`src/include/lint_params.svh`:
```
// ********************
// lint test design constants
// bus widths, register map, RAM window codes
// ********************

`ifndef LINT_PARAMS_SVH
`define LINT_PARAMS_SVH

`define LINT_ADDR_W   20
`define DATA_W        32
`define BE_W          4
`define RAM_ADDR_W    12
`define GPIO_W        80
`define EVENT_W       16

// register offsets as full bus addresses
`define REG_RAM_CTRL  20'h00020
`define REG_GPIO_OUT0 20'h00040
`define REG_GPIO_OUT1 20'h00044
`define REG_GPIO_OUT2 20'h00048  // only 16 bits stored
`define REG_GPIO_OE0  20'h00050
`define REG_GPIO_OE1  20'h00054
`define REG_GPIO_OE2  20'h00058  // only 16 bits stored
`define REG_GPIO_IN0  20'h00060
`define REG_GPIO_IN1  20'h00064
`define REG_GPIO_IN2  20'h00068
`define REG_EVENTS    20'h0006c
`define REG_SIGNATURE 20'h00800

`define WIN_OPER0     8'h01  // address bits 19:12
`define WIN_OPER1     8'h02
`define WIN_COEF      8'h03

`define SIGNATURE     32'hca11ef3a
`define VERSION       8'h55

`endif

```
`src/source/lint_pkg.sv`:
```
// ********************
// lint test design types
// bus request/response, RAM mode and RAM port bundles
// ********************

`include "lint_params.svh"

package lint_pkg;

  typedef enum logic [1:0] {
    lane_word     = 2'd0,
    lane_half     = 2'd1,
    lane_byte     = 2'd2,
    lane_word_alt = 2'd3
  } lane_mode_e;

  typedef struct packed {
    logic                    req;
    logic                    wen;    // low for write
    logic [`LINT_ADDR_W-1:0] addr;
    logic [`DATA_W-1:0]      wdata;
    logic [`BE_W-1:0]        be;
  } lint_req_t;

  typedef struct packed {
    logic               gnt;
    logic               valid;
    logic [`DATA_W-1:0] rdata;
  } lint_rsp_t;

  typedef struct packed {
    logic [16:0] rsvd;         // unused upper bits
    logic        coef_wdsel;
    logic        oper1_wdsel;
    logic        oper0_wdsel;
    lane_mode_e  coef_wmode;
    lane_mode_e  coef_rmode;
    lane_mode_e  oper1_wmode;
    lane_mode_e  oper1_rmode;
    lane_mode_e  oper0_wmode;
    lane_mode_e  oper0_rmode;  // bits 1:0
  } ram_mode_t;

  typedef struct packed {
    logic [`RAM_ADDR_W-1:0] waddr;
    logic                   we;
    logic [`DATA_W-1:0]     wdata;
  } ram_wr_t;

  typedef struct packed {
    logic [`RAM_ADDR_W-1:0] raddr;
  } ram_rd_t;

  typedef struct packed {
    logic                    wr_stb;   // WRITE cycle
    logic                    rd_stb;   // READ cycle
    logic                    rd_done;  // READ_WAIT cycle
    logic [`LINT_ADDR_W-1:0] addr;
    logic [`DATA_W-1:0]      wdata;
  } bus_cmd_t;

endpackage

```
`src/source/lint_slave_fsm.sv`:
```
// ********************
// lint bus slave
// request edge detect, IDLE/WRITE/READ/READ_WAIT FSM,
// grant/valid pulses and the read data register
// ********************

`timescale 1ns/100ps

`include "lint_params.svh"

module lint_slave_fsm
  import lint_pkg::*;
(
  input  logic               CLK,
  input  logic               arst_n,
  input  lint_req_t          bus_req,
  input  logic [`DATA_W-1:0] reg_rdata,
  input  logic [`DATA_W-1:0] ram_rdata,
  input  logic               ram_hit,
  output lint_rsp_t          bus_rsp,
  output bus_cmd_t           cmd,
  output logic               req_seen
);

  typedef enum logic [1:0] {
    st_idle,
    st_write,
    st_read,
    st_read_wait
  } state_e;

  state_e             state;
  logic               req_q;    // req from last cycle
  logic               gnt_q;
  logic               valid_q;
  logic [`DATA_W-1:0] rdata_q;

  // new request only on a rising req edge with no grant pending
  assign req_seen = (state == st_idle) & bus_req.req & ~req_q & ~gnt_q;

  assign cmd.wr_stb  = (state == st_write);
  assign cmd.rd_stb  = (state == st_read);
  assign cmd.rd_done = (state == st_read_wait);
  assign cmd.addr    = bus_req.addr;   // held by master until valid
  assign cmd.wdata   = bus_req.wdata;

  always_ff @(posedge CLK or negedge arst_n) begin
    if (!arst_n) begin
      state   <= st_idle;
      req_q   <= 1'b0;
      gnt_q   <= 1'b0;
      valid_q <= 1'b0;
    end else begin
      req_q   <= bus_req.req;
      valid_q <= gnt_q;  // valid trails gnt by one cycle
      gnt_q   <= 1'b0;
      case (state)
        st_idle: begin
          if (req_seen) begin
            if (!bus_req.wen) begin
              gnt_q <= 1'b1;  // writes are granted right away
              state <= st_write;
            end else begin
              state <= st_read;
            end
          end
        end
        st_write: state <= st_idle;
        st_read:  state <= st_read_wait;
        st_read_wait: begin
          gnt_q <= 1'b1;
          state <= st_idle;
        end
        default: state <= st_idle;
      endcase
    end
  end

  // register word first, RAM word overrides it one cycle later on a window hit
  always_ff @(posedge CLK or negedge arst_n) begin
    if (!arst_n) begin
      rdata_q <= '1;
    end else if (cmd.rd_stb) begin
      rdata_q <= reg_rdata;
    end else if (cmd.rd_done && ram_hit) begin
      rdata_q <= ram_rdata;
    end
  end

  assign bus_rsp.gnt   = gnt_q;
  assign bus_rsp.valid = valid_q;
  assign bus_rsp.rdata = rdata_q;

endmodule

```
`src/source/gpio_reg_bank.sv`:
```
// ********************
// GPIO register bank
// output/enable, event and RAM mode registers,
// GPIO input views and signature read back
// ********************

`timescale 1ns/100ps

`include "lint_params.svh"

module gpio_reg_bank
  import lint_pkg::*;
(
  input  logic                CLK,
  input  logic                arst_n,
  input  bus_cmd_t            cmd,
  input  logic [`GPIO_W-1:0]  gpio_in,
  output logic [`GPIO_W-1:0]  gpio_out,
  output logic [`GPIO_W-1:0]  gpio_oe,
  output logic [`EVENT_W-1:0] events,
  output ram_mode_t           ram_mode,
  output logic [`DATA_W-1:0]  reg_rdata
);

  logic [`GPIO_W-1:0]  out_q;
  logic [`GPIO_W-1:0]  oe_q;
  logic [`EVENT_W-1:0] events_q;
  ram_mode_t           mode_q;

  always_ff @(posedge CLK or negedge arst_n) begin
    if (!arst_n) begin
      out_q    <= '0;
      oe_q     <= '0;
      events_q <= '0;
      mode_q   <= '0;
    end else if (cmd.wr_stb) begin
      case (cmd.addr)
        `REG_RAM_CTRL:  mode_q             <= cmd.wdata;
        `REG_GPIO_OUT0: out_q[31:0]        <= cmd.wdata;
        `REG_GPIO_OUT1: out_q[63:32]       <= cmd.wdata;
        `REG_GPIO_OUT2: out_q[`GPIO_W-1:64] <= cmd.wdata[15:0];
        `REG_GPIO_OE0:  oe_q[31:0]         <= cmd.wdata;
        `REG_GPIO_OE1:  oe_q[63:32]        <= cmd.wdata;
        `REG_GPIO_OE2:  oe_q[`GPIO_W-1:64]  <= cmd.wdata[15:0];
        `REG_EVENTS:    events_q           <= cmd.wdata[`EVENT_W-1:0];
        default: ;  // window and unmapped writes land elsewhere or nowhere
      endcase
    end
  end

  // read mux with zero for unmapped offsets
  always_comb begin
    reg_rdata = '0;
    case (cmd.addr)
      `REG_RAM_CTRL:  reg_rdata = mode_q;
      `REG_GPIO_OUT0: reg_rdata = out_q[31:0];
      `REG_GPIO_OUT1: reg_rdata = out_q[63:32];
      `REG_GPIO_OUT2: reg_rdata = {16'b0, out_q[`GPIO_W-1:64]};
      `REG_GPIO_OE0:  reg_rdata = oe_q[31:0];
      `REG_GPIO_OE1:  reg_rdata = oe_q[63:32];
      `REG_GPIO_OE2:  reg_rdata = {16'b0, oe_q[`GPIO_W-1:64]};
      `REG_GPIO_IN0:  reg_rdata = gpio_in[31:0];
      `REG_GPIO_IN1:  reg_rdata = gpio_in[63:32];
      `REG_GPIO_IN2:  reg_rdata = {16'b0, gpio_in[`GPIO_W-1:64]};
      `REG_EVENTS:    reg_rdata = {16'b0, events_q};
      `REG_SIGNATURE: reg_rdata = `SIGNATURE;
      default:        reg_rdata = '0;
    endcase
  end

  assign gpio_out = out_q;
  assign gpio_oe  = oe_q;
  assign events   = events_q;
  assign ram_mode = mode_q;

endmodule

```
`src/source/ram_window.sv`:
```
// ********************
// RAM address windows
// oper0/oper1/coef decode, lane packing on write,
// lane alignment on read
// ********************

`timescale 1ns/100ps

`include "lint_params.svh"

module ram_window
  import lint_pkg::*;
(
  input  logic               CLK,
  input  logic               arst_n,
  input  bus_cmd_t           cmd,
  input  logic               req_accept,
  input  ram_mode_t          ram_mode,
  input  logic [`DATA_W-1:0] oper0_rdata,
  input  logic [`DATA_W-1:0] oper1_rdata,
  input  logic [`DATA_W-1:0] coef_rdata,
  output ram_wr_t            oper0_wr,
  output ram_wr_t            oper1_wr,
  output ram_wr_t            coef_wr,
  output ram_rd_t            oper0_rd,
  output ram_rd_t            oper1_rd,
  output ram_rd_t            coef_rd,
  output logic [`DATA_W-1:0] ram_rdata,
  output logic               ram_hit
);

  logic [2:0]             win_hit;      // 0 oper0, 1 oper1, 2 coef
  logic [1:0]             lane;
  lane_mode_e             wmode [3];
  lane_mode_e             rmode [3];
  logic [`DATA_W-1:0]     rdata_in [3];
  logic [2:0]             we_q;
  logic [`RAM_ADDR_W-1:0] waddr_q [3];
  logic [`DATA_W-1:0]     wdata_q [3];
  logic [`RAM_ADDR_W-1:0] raddr_q [3];

  // write lane moved down to bit 0
  function automatic logic [`DATA_W-1:0] pack_wdata(lane_mode_e mode, logic [1:0] sel,
                                                    logic [`DATA_W-1:0] data);
    logic [`DATA_W-1:0] res;
    case (mode)
      lane_half: res = sel[1] ? {16'b0, data[31:16]} : data;
      lane_byte: res = {24'b0, data[8*sel +: 8]};
      default:   res = data;  // word and word_alt
    endcase
    return res;
  endfunction

  // read word shifted up to the addressed lane
  function automatic logic [`DATA_W-1:0] align_rdata(lane_mode_e mode, logic [1:0] sel,
                                                     logic [`DATA_W-1:0] data);
    logic [`DATA_W-1:0] res;
    case (mode)
      lane_half: res = sel[1] ? {data[15:0], 16'b0} : data;
      lane_byte: res = data << (8 * sel);
      default:   res = data;
    endcase
    return res;
  endfunction

  assign win_hit[0] = (cmd.addr[`LINT_ADDR_W-1:`RAM_ADDR_W] == `WIN_OPER0);
  assign win_hit[1] = (cmd.addr[`LINT_ADDR_W-1:`RAM_ADDR_W] == `WIN_OPER1);
  assign win_hit[2] = (cmd.addr[`LINT_ADDR_W-1:`RAM_ADDR_W] == `WIN_COEF);
  assign lane       = cmd.addr[1:0];

  assign wmode[0] = ram_mode.oper0_wmode;
  assign wmode[1] = ram_mode.oper1_wmode;
  assign wmode[2] = ram_mode.coef_wmode;
  assign rmode[0] = ram_mode.oper0_rmode;
  assign rmode[1] = ram_mode.oper1_rmode;
  assign rmode[2] = ram_mode.coef_rmode;
  assign rdata_in[0] = oper0_rdata;
  assign rdata_in[1] = oper1_rdata;
  assign rdata_in[2] = coef_rdata;

  always_ff @(posedge CLK or negedge arst_n) begin
    if (!arst_n) begin
      we_q <= '0;
      for (int i = 0; i < 3; i++) raddr_q[i] <= '0;
    end else begin
      we_q <= {3{cmd.wr_stb}} & win_hit;  // single cycle pulse
      for (int i = 0; i < 3; i++) begin
        if (req_accept && win_hit[i]) raddr_q[i] <= cmd.addr[`RAM_ADDR_W-1:0];
      end
    end
  end

  always_ff @(posedge CLK) begin
    for (int i = 0; i < 3; i++) begin
      if (cmd.wr_stb && win_hit[i]) begin
        waddr_q[i] <= cmd.addr[`RAM_ADDR_W-1:0];
        wdata_q[i] <= pack_wdata(wmode[i], lane, cmd.wdata);
      end
    end
  end

  always_comb begin
    ram_rdata = '0;
    for (int i = 0; i < 3; i++) begin
      if (win_hit[i]) ram_rdata = align_rdata(rmode[i], lane, rdata_in[i]);
    end
  end

  assign ram_hit = cmd.rd_done & (|win_hit);

  assign oper0_wr = '{waddr: waddr_q[0], we: we_q[0], wdata: wdata_q[0]};
  assign oper1_wr = '{waddr: waddr_q[1], we: we_q[1], wdata: wdata_q[1]};
  assign coef_wr  = '{waddr: waddr_q[2], we: we_q[2], wdata: wdata_q[2]};
  assign oper0_rd = '{raddr: raddr_q[0]};
  assign oper1_rd = '{raddr: raddr_q[1]};
  assign coef_rd  = '{raddr: raddr_q[2]};

endmodule

```
`src/source/efpga_test_top.sv`:
```
// ********************
// eFPGA test design top
// lint slave, GPIO registers, RAM windows, pin loops
// ********************

`timescale 1ns/100ps

`include "lint_params.svh"

module efpga_test_top
  import lint_pkg::*;
(
  input  logic                CLK,
  input  logic                arst_n,
  input  lint_req_t           bus_req,
  input  logic [`GPIO_W-1:0]  gpio_in,
  input  logic [`DATA_W-1:0]  control_in,
  input  logic [`DATA_W-1:0]  oper0_rdata,
  input  logic [`DATA_W-1:0]  oper1_rdata,
  input  logic [`DATA_W-1:0]  coef_rdata,
  output lint_rsp_t           bus_rsp,
  output logic [`GPIO_W-1:0]  gpio_out,
  output logic [`GPIO_W-1:0]  gpio_oe,
  output logic [`EVENT_W-1:0] events,
  output logic [`DATA_W-1:0]  status_out,
  output logic [7:0]          version,
  output ram_wr_t             oper0_wr,
  output ram_wr_t             oper1_wr,
  output ram_wr_t             coef_wr,
  output ram_rd_t             oper0_rd,
  output ram_rd_t             oper1_rd,
  output ram_rd_t             coef_rd
);

  bus_cmd_t           cmd;
  ram_mode_t          ram_mode;
  logic [`DATA_W-1:0] reg_rdata;
  logic [`DATA_W-1:0] ram_rdata;
  logic               ram_hit;
  logic               req_seen;

  assign version    = `VERSION;
  assign status_out = ~control_in;  // loop-back test of the control pins

  lint_slave_fsm u_slave (
    .CLK       (CLK),
    .arst_n    (arst_n),
    .bus_req   (bus_req),
    .reg_rdata (reg_rdata),
    .ram_rdata (ram_rdata),
    .ram_hit   (ram_hit),
    .bus_rsp   (bus_rsp),
    .cmd       (cmd),
    .req_seen  (req_seen)
  );

  gpio_reg_bank u_regs (
    .CLK       (CLK),
    .arst_n    (arst_n),
    .cmd       (cmd),
    .gpio_in   (gpio_in),
    .gpio_out  (gpio_out),
    .gpio_oe   (gpio_oe),
    .events    (events),
    .ram_mode  (ram_mode),
    .reg_rdata (reg_rdata)
  );

  ram_window u_ram (
    .CLK         (CLK),
    .arst_n      (arst_n),
    .cmd         (cmd),
    .req_accept  (req_seen),
    .ram_mode    (ram_mode),
    .oper0_rdata (oper0_rdata),
    .oper1_rdata (oper1_rdata),
    .coef_rdata  (coef_rdata),
    .oper0_wr    (oper0_wr),
    .oper1_wr    (oper1_wr),
    .coef_wr     (coef_wr),
    .oper0_rd    (oper0_rd),
    .oper1_rd    (oper1_rd),
    .coef_rd     (coef_rd),
    .ram_rdata   (ram_rdata),
    .ram_hit     (ram_hit)
  );

endmodule

```
`config.mk`:
```
export PLATFORM = sky130hd
export DESIGN_NAME = efpga_test_top
export DESIGN_NICKNAME = d
export VERILOG_FILES = /design/src/source/lint_pkg.sv /design/src/source/lint_slave_fsm.sv /design/src/source/gpio_reg_bank.sv /design/src/source/ram_window.sv /design/src/source/efpga_test_top.sv
export VERILOG_INCLUDE_DIRS = /design/src /design/src/include
export SDC_FILE = /design/constraint.sdc
export NUM_CORES = 1
export LEC_CHECK = 0
export BUFFER_PORTS_ARGS = -buffer_cell sky130_fd_sc_hd__buf_2
export CORE_AREA = 2 2 266 268
export DETAILED_ROUTE_END_ITERATION = 7
export DIE_AREA = 0 0 268 270
export PLACE_DENSITY_LB_ADDON = 0.15
export SKIP_CTS_REPAIR_TIMING = 1
export SKIP_LAST_GASP = 1
export SYNTH_ARGS = -nofsm -noshare
export SYNTH_HDL_FRONTEND = slang
export SYNTH_SLANG_ARGS = --single-unit
```
`constraint.sdc`:
```
create_clock -name CLK -period 2.5 [get_ports CLK]
set_input_delay 0.125 -clock CLK [delete_from_list [all_inputs] [get_ports CLK]]
set_output_delay 0.125 -clock CLK [all_outputs]
set_load 0.01 [all_outputs]
```
# Yosys cells after proc, flatten, opt, wreduce, memory -nomap -nowiden
# Memory sizes are Yosys's and may differ from the RTL's.
# Cells that the tools add are included.
word_totals:
  register_bits: 284
  latchBits: 0
  ramBits: 132
  rom_bits: 0
  in_bits: 268
  output_inout_bits: 421
  wordCells: 137
  mem_count: 2
op_classes:
  add_sub_neg: 0
  mul: 0
  n_div: 0
  n_lt_le_gt_ge: 0
  eq_ne: 31
  shifts: 4
  muxes: 43
  bitwise: 8
  n_reduce_logical: 23
mem_list:
  columns: ["name", "words", "word_bits", "read_ports", "rd_clocked_by_memory_dff", "write_ports", "line_no", "text"]
  rows:
  - ["u_ram.wdata_q", 3, 32, 3, 0, 1, "ram_window.sv:39", "logic [`DATA_W-1:0] wdata_q [3];"]
  - ["u_ram.waddr_q", 3, 12, 3, 0, 1, "ram_window.sv:38", "logic [`RAM_ADDR_W-1:0] waddr_q [3];"]
op_table:
  columns: ["op", "n"]
  rows:
  - ["$mux 32", 14]
  - ["$pmux 32 s12", 1]
  - ["$pmux 32 s2", 6]
  - ["$eq 20x7->1 const B", 10]
  - ["$shl 32x5->32", 3]
  - ["$reduce_or 32->1", 2]
  - ["$not 32->32", 1]
  - ["$shiftx 32x6->8", 1]
  - ["$mux 12", 2]
  - ["$reduce_or 12->1", 2]
  - ["$eq 20x12->1 const B", 1]
  - ["$eq 20x6->1 const B", 1]
  - ["$eq 2x2->1 const B", 8]
  - ["$eq 8x2->1 const B", 2]
  - ["$reduce_and 2->1", 8]
  - ["$eq 2x1->1 const B", 7]
  - ["$mux 1", 12]
  - ["$mux 2", 6]
  - ["$eq 8x1->1 const B", 1]
  - ["$logic_and 1x1->1", 7]
  - ["$pmux 2 s3", 1]
  - ["$and 1x1->1", 4]
  - ["$and 3x3->3", 1]
  - ["$reduce_or 3->1", 1]
  - ["6 further kinds", 7]

# Depth between registers and ports, before layout
logic_depth:
  ltp_word: 7
  depth_mapped: 10
  depth_no_buf: 8

# Hierarchy
# From an unflattened synthesis, not the netlist that was laid out.
unflattened:
  hier_cells: 1970
  area_unflattened_um2: 22520.3
by_module_without_submodules:
  columns: ["module", "n_inst", "cells_each", "area_per_inst_um2", "seq_area_each_um2"]
  rows:
  - ["gpio_reg_bank", 1, 797, 10224.8, 5205.0]
  - ["ram_window", 1, 915, 9904.5, 4939.7]
  - ["lint_slave_fsm", 1, 216, 2203.4, 965.9]
  - ["efpga_test_top", 1, 42, 187.7, 0.0]

# Worst setup path after synthesis
# No wires, ideal clock.
synth_path:
  kind: "in2reg"
  start: "input bus_req[51] (netlist bit)"
  end: "memory u_ram.waddr_q[0][12] (netlist bit) (enable)"
  setup_ns: 0.406
  arrival_time_ns: 2.166
  t_required_ns: 2.094
  setup_slack_ns: -0.072
  stages: 4
  n_path_buf: 0
  cell_sequence: "nor4_4 > nand2_1 > nor3_2 > and2_1"
synth_between:
  elab_chain_cells: 7
  elab_cells_between_ends: 18
  cone_classes: "3 x eq/ne; 10 x mux; 5 x reduce/logical"
synth_rtl:
  columns: ["element", "line_no", "text"]
  rows:
  - ["from (decl)", "efpga_test_top.sv:15", "input lint_req_t bus_req,"]
  - ["$eq 8x2->1 (no line)", null, null]
  - ["$logic_and 1x1->1", "ram_window.sv:95", "if (cmd.wr_stb && win_hit[i]) begin"]
  - ["$mux 1", "ram_window.sv:95", null]
  - ["$mux 1", "ram_window.sv:96", "waddr_q[i] <= cmd.addr[`RAM_ADDR_W-1:0];"]
  - ["$reduce_or 12->1 (no line)", null, null]
  - ["$mux 2 (no line) / $mux 1 (equally long branches) (2 in a row)", null, null]
  - ["to (decl)", "ram_window.sv:38", null]
# Several ways; a longest one is shown, not always the timed one.

# Worst setup path in the final report
layout_path:
  start: "register u_regs.mode_q, in the netlist u_regs.ram_mode[0]"
  end: "register u_slave.rdata_q[29]"
layout_between:
  elab_chain_cells: 7
  elab_cells_between_ends: 8
  cone_classes: "2 x eq/ne; 6 x mux"
layout_rtl:
  columns: ["element", "line_no", "text"]
  rows:
  - ["from (decl)", "gpio_reg_bank.sv:28", "ram_mode_t mode_q;"]
  - ["from (signal assigned)", "gpio_reg_bank.sv:38", "`REG_RAM_CTRL: mode_q <= cmd.wdata;"]
  - ["$eq 2x2->1 / $eq 2x1->1 (equally long branches)", "ram_window.sv:58", "case (mode)"]
  - ["$pmux 32 s2 *", "ram_window.sv:58", null]
  - ["$mux 32 * (3 in a row)", "ram_window.sv:105", "if (win_hit[i]) ram_rdata = align_rdata(rmode[i], lane, rdata_in[i]);"]
  - ["$mux 32 *", "lint_slave_fsm.sv:85", "end else if (cmd.rd_done && ram_hit) begin"]
  - ["$mux 32 *", "lint_slave_fsm.sv:83", "end else if (cmd.rd_stb) begin"]
  - ["to (signal assigned)", "lint_slave_fsm.sv:84", "rdata_q <= reg_rdata;"]
  - ["to (signal assigned)", "lint_slave_fsm.sv:86", "rdata_q <= ram_rdata;"]
  - ["to (decl)", "lint_slave_fsm.sv:36", "logic [`DATA_W-1:0] rdata_q;"]
# Every way passes the cells marked *; elsewhere a longest branch is shown, timed or not. The select of a mux whose other input is x is not followed.
# A chain may end at the register's enable or synchronous reset.

==> results.py <==
metrics = {
    "status": {
        "status": "finished, violations left",
        "violations": "negative hold slack, negative setup slack",
    },
    "route": {
        "vias": 21000,
        "via_per_inst": 5.59,
        "drc": 0,
        "routedWlPerCell_um": 30.9,
        "drt_iter0_drc": 2005,
        "drtPass1Iterations": 6,
        "wirelength_um": 116000,
        "ant_nets": 0,
    },
    "critical_path": {
        "cp_cell_sequence": "buf_4 -> ha_1 -> nor2b_1 -> or3_4 -> buf_4 -> buf_4 -> nand2_1 -> a21oi_1 -> buf_4 -> nor4_4 -> buf_4 -> o32ai_1",
        "worstPathBufferInverterCount": 5,
        "worst_path_max_delay_cell": "or3_4",
        "worstSetupPathType": "register to register",
        "end_kind": "register",
        "cp_common_cell": "buf_4",
        "critical_path_arrival_ns": 3.03,
        "cp_slowest_stage_delay_ns": 0.40,
        "critPathTopFamily": "simple AND/OR/NAND/NOR gates",
        "cp-start-kind": "register",
        "crit_required_ns": 3.02,
        "cp_max_fo": 8,
    },
    "synth": {
        "synth.distinct_cells": 87,
        "ys_ff_latch": 416,
        "synth_area_um2": 21800,
        "syn-instance-count": 1905,
        "yosysMostFrequentCell": "dfrtp_1",
        "synth_warnings": 0,
        "synth_mux_area_frac": 0.163,
        "synthArstFlopShare": 0.683,
        "synth_top_family_by_area": "compound AO/OA/AOI/OAI gates",
        "synth_edf_count": 132,
        "synth-simple-area-share": 0.103,
        "synth_top_area_cell": "dfrtp_1",
        "synth-compound-area-share": 0.169,
        "synth_top_area_share": 0.289,
        "synth_ff_type": "dfrtp_1",
        "ys_top_cells_by_area": "dfrtp_1 (29%), edfxtp_1 (18%), mux2_2 (13%)",
        "yosys-top-cells-count": "dfrtp_1 (252), mux2_2 (250), nand2_1 (157)",
        "synth_xor_area_frac": 0.000402,
        "yosysSeqAreaShare": 0.509,
        "syn_area_per_cell_um2": 11.5,
        "synth_fa_ha_area_frac": 0.00975,
    },
    "pwr": {
        "clock_power_share": 0.434,
        "combPwrFrac": 0.141,
        "ir_drop_mv": 0.522,
        "pwr_density_cell_nw_per_um2": 568,
        "p_leak_nw": 14.4,
        "internal_power_mw": 12.5,
        "power.switching_mw": 4.68,
        "p_seq_frac": 0.425,
        "netSwitchingFraction": 0.272,
    },
    "placed_design": {
        "port-buffer-count": 676,
        "dp_hpwl_um": 91500,
        "dpl_worst_slack_ns": -0.396,
        "placed_area_um2": 28200,
        "place_inst": 3645,
        "place.gp.congestion": 0.978,
    },
    "cts": {
        "clk_latency_ns": 0.61,
        "clk_pin_slew_ns": 0.07,
        "numCtsBuffers": 49,
        "cts_tree": "done",
        "htree_num_levels": 2,
        "cts_root_buf": "clkbuf_16",
        "clock_sinks": 416,
        "clockBufferDepth": 3,
    },
    "timing": {
        "worst_slew_pin_slew_ns": 1.18,
        "maxSlewHeadroom": 0.211,
        "skew_ns": 0.0390,
        "maxSlewViolCount": 0,
        "setup_viol": 1,
        "finalCritPeriodShare": 1.00,
        "worst_slack_ns": -0.00455,
        "rsz0062_at_grt": "yes",
        "hold_violations": 1,
        "period_needed_ns": 2.50,
        "whs_ns": -0.00621,
        "fmax_mhz": 399,
    },
    "grt": {
        "grt.total_usage": 0.310,
        "grt_max_degree": 64,
        "grt.overflow.total": 0,
        "antenna_found_initial": 4,
        "grt_pass1_vias": 20600,
        "grt_pass1_wl_um": 160000,
    },
    "layout": {
        "final_area_um2": 30300,
        "drive_gt1_frac": 0.499,
        "fin_cells": 3758,
        "fin_nets": 3061,
        "synthToLayoutAreaGrowth_pct": 38.8,
    },
    "die": {
        "num_io_pins": 689,
        "start_util": 0.314,
        "coreArea_um2": 69500,
        "die_h_um": 270,
        "dieArea_um2": 72400,
        "rows": 97,
        "die_w_um": 268,
    },
    "hold_path": {
        "hp-class": "primary input to register",
    },
    "job": {
        "cap_violations": 0,
    },
}
-- cells by family after synthesis --
kind of cell	after synthesis
XOR/XNOR	1
adder cells (fa/ha/maj)	17
flip-flops	416
multiplexers	308
AO/OA/AOI/OAI	508
other	2
buffers and inverters	229
AND/OR/NAND/NOR	424
-- final cells by class --
class                   count  area [µm²]
multi-input cells        1266       10000
repair buffers            983        6070
well taps                 940        1180
clock inverters            17         208
fillers                  6845       39300
flip-flops and latches    416       11100
clock buffers              75        1470
inverters                  60         225
diodes                      1        2.50
-- metal layers --
metal	global-route usage	vias to the layer above	part of all wire
met5	0	-	0.00052
met4	0.108	8	0.041
met3	0.0623	210	0.077
met2	0.513	1070	0.48
met1	0.400	10700	0.41
li1	-	8998	-
-- worst reg2reg max path, delay by kind of cell (launching register included) --
family / cells / cell delay [ns]
AO/OA/AOI/OAI: 2 / 0.12
buffers and inverters: 5 / 0.78
adder cells (fa/ha/maj): 1 / 0.20
AND/OR/NAND/NOR: 4 / 0.97
flip-flops: 1 / 0.39
-- power by group through the flow --
stage / logic, mW / registers, mW / clock network [mW]
floorplan: 0.926 / 7.46 / 0
global placement: 2.37 / 7.44 / 0
detailed placement: 2.37 / 7.44 / 0
CTS: 2.38 / 7.31 / 7.58
global route: 2.56 / 7.32 / 7.85
finish: 2.42 / 7.31 / 7.46
-- state kept, by name, summed over array words and instances (netlist names), 12 cells and up --
register / flops
u_regs.events: 16
u_ram.waddr_q: 36
u_regs.gpio_oe: 80
u_ram.coef_rd: 12
u_ram.wdata_q: 96
u_ram.oper1_rd: 12
u_slave.rdata_q: 32
u_ram.oper0_rd: 12
u_regs.ram_mode: 32
u_regs.gpio_out: 80
-- placed cells by master (no fill, tap or decap), drive strengths merged, types with 40 or more instances in the layout --
cell / Yosys / routed
a21oi: 48 / 48
a22o: 40 / 40
a22oi: 82 / 82
and2: 42 / 42
buf: 54 / 965
clkbuf: 115 / 75
dfrtp: 252 / 252
edfxtp: 132 / 132
inv: 59 / 61
mux2: 253 / 253
mux2i: 43 / 43
nand2: 158 / 158
nor2: 60 / 60
o21ai: 108 / 108
-- per-stage QoR --
stage                util  hold WS [ns]   TNS, ns  power (mW)
floorplan               -        -0.171         0        8.39
global placement    0.405         0.144     -4.26        9.81
detailed placement  0.405         0.127     -3.89        9.81
CTS                 0.429        -0.526     -1.01        17.3
global route        0.435        0.0106    -0.208        17.7
finish              0.435      -0.00621  -0.00455        17.2
-- final timing paths --
kind	endpoint	slack (ns)	cells after the start	start
max reg2reg	u_slave.rdata_q[29]	-0.005	12	u_regs.ram_mode[0]
min in group asynchronous	u_ram.oper1_rd[8]	0.05	2	arst_n
min	u_slave.rdata_q[2]	-0.006	4	coef_rdata[2]
max	u_slave.rdata_q[29]	-0.005	12	u_regs.ram_mode[0]
max in group asynchronous	u_slave.rdata_q[3]	1.55	3	arst_n
min reg2reg	u_ram.oper0_rd[0]	0.47	2	u_ram.oper0_rd[0]
No activity file was read; power rests on OpenSTA's default activity.
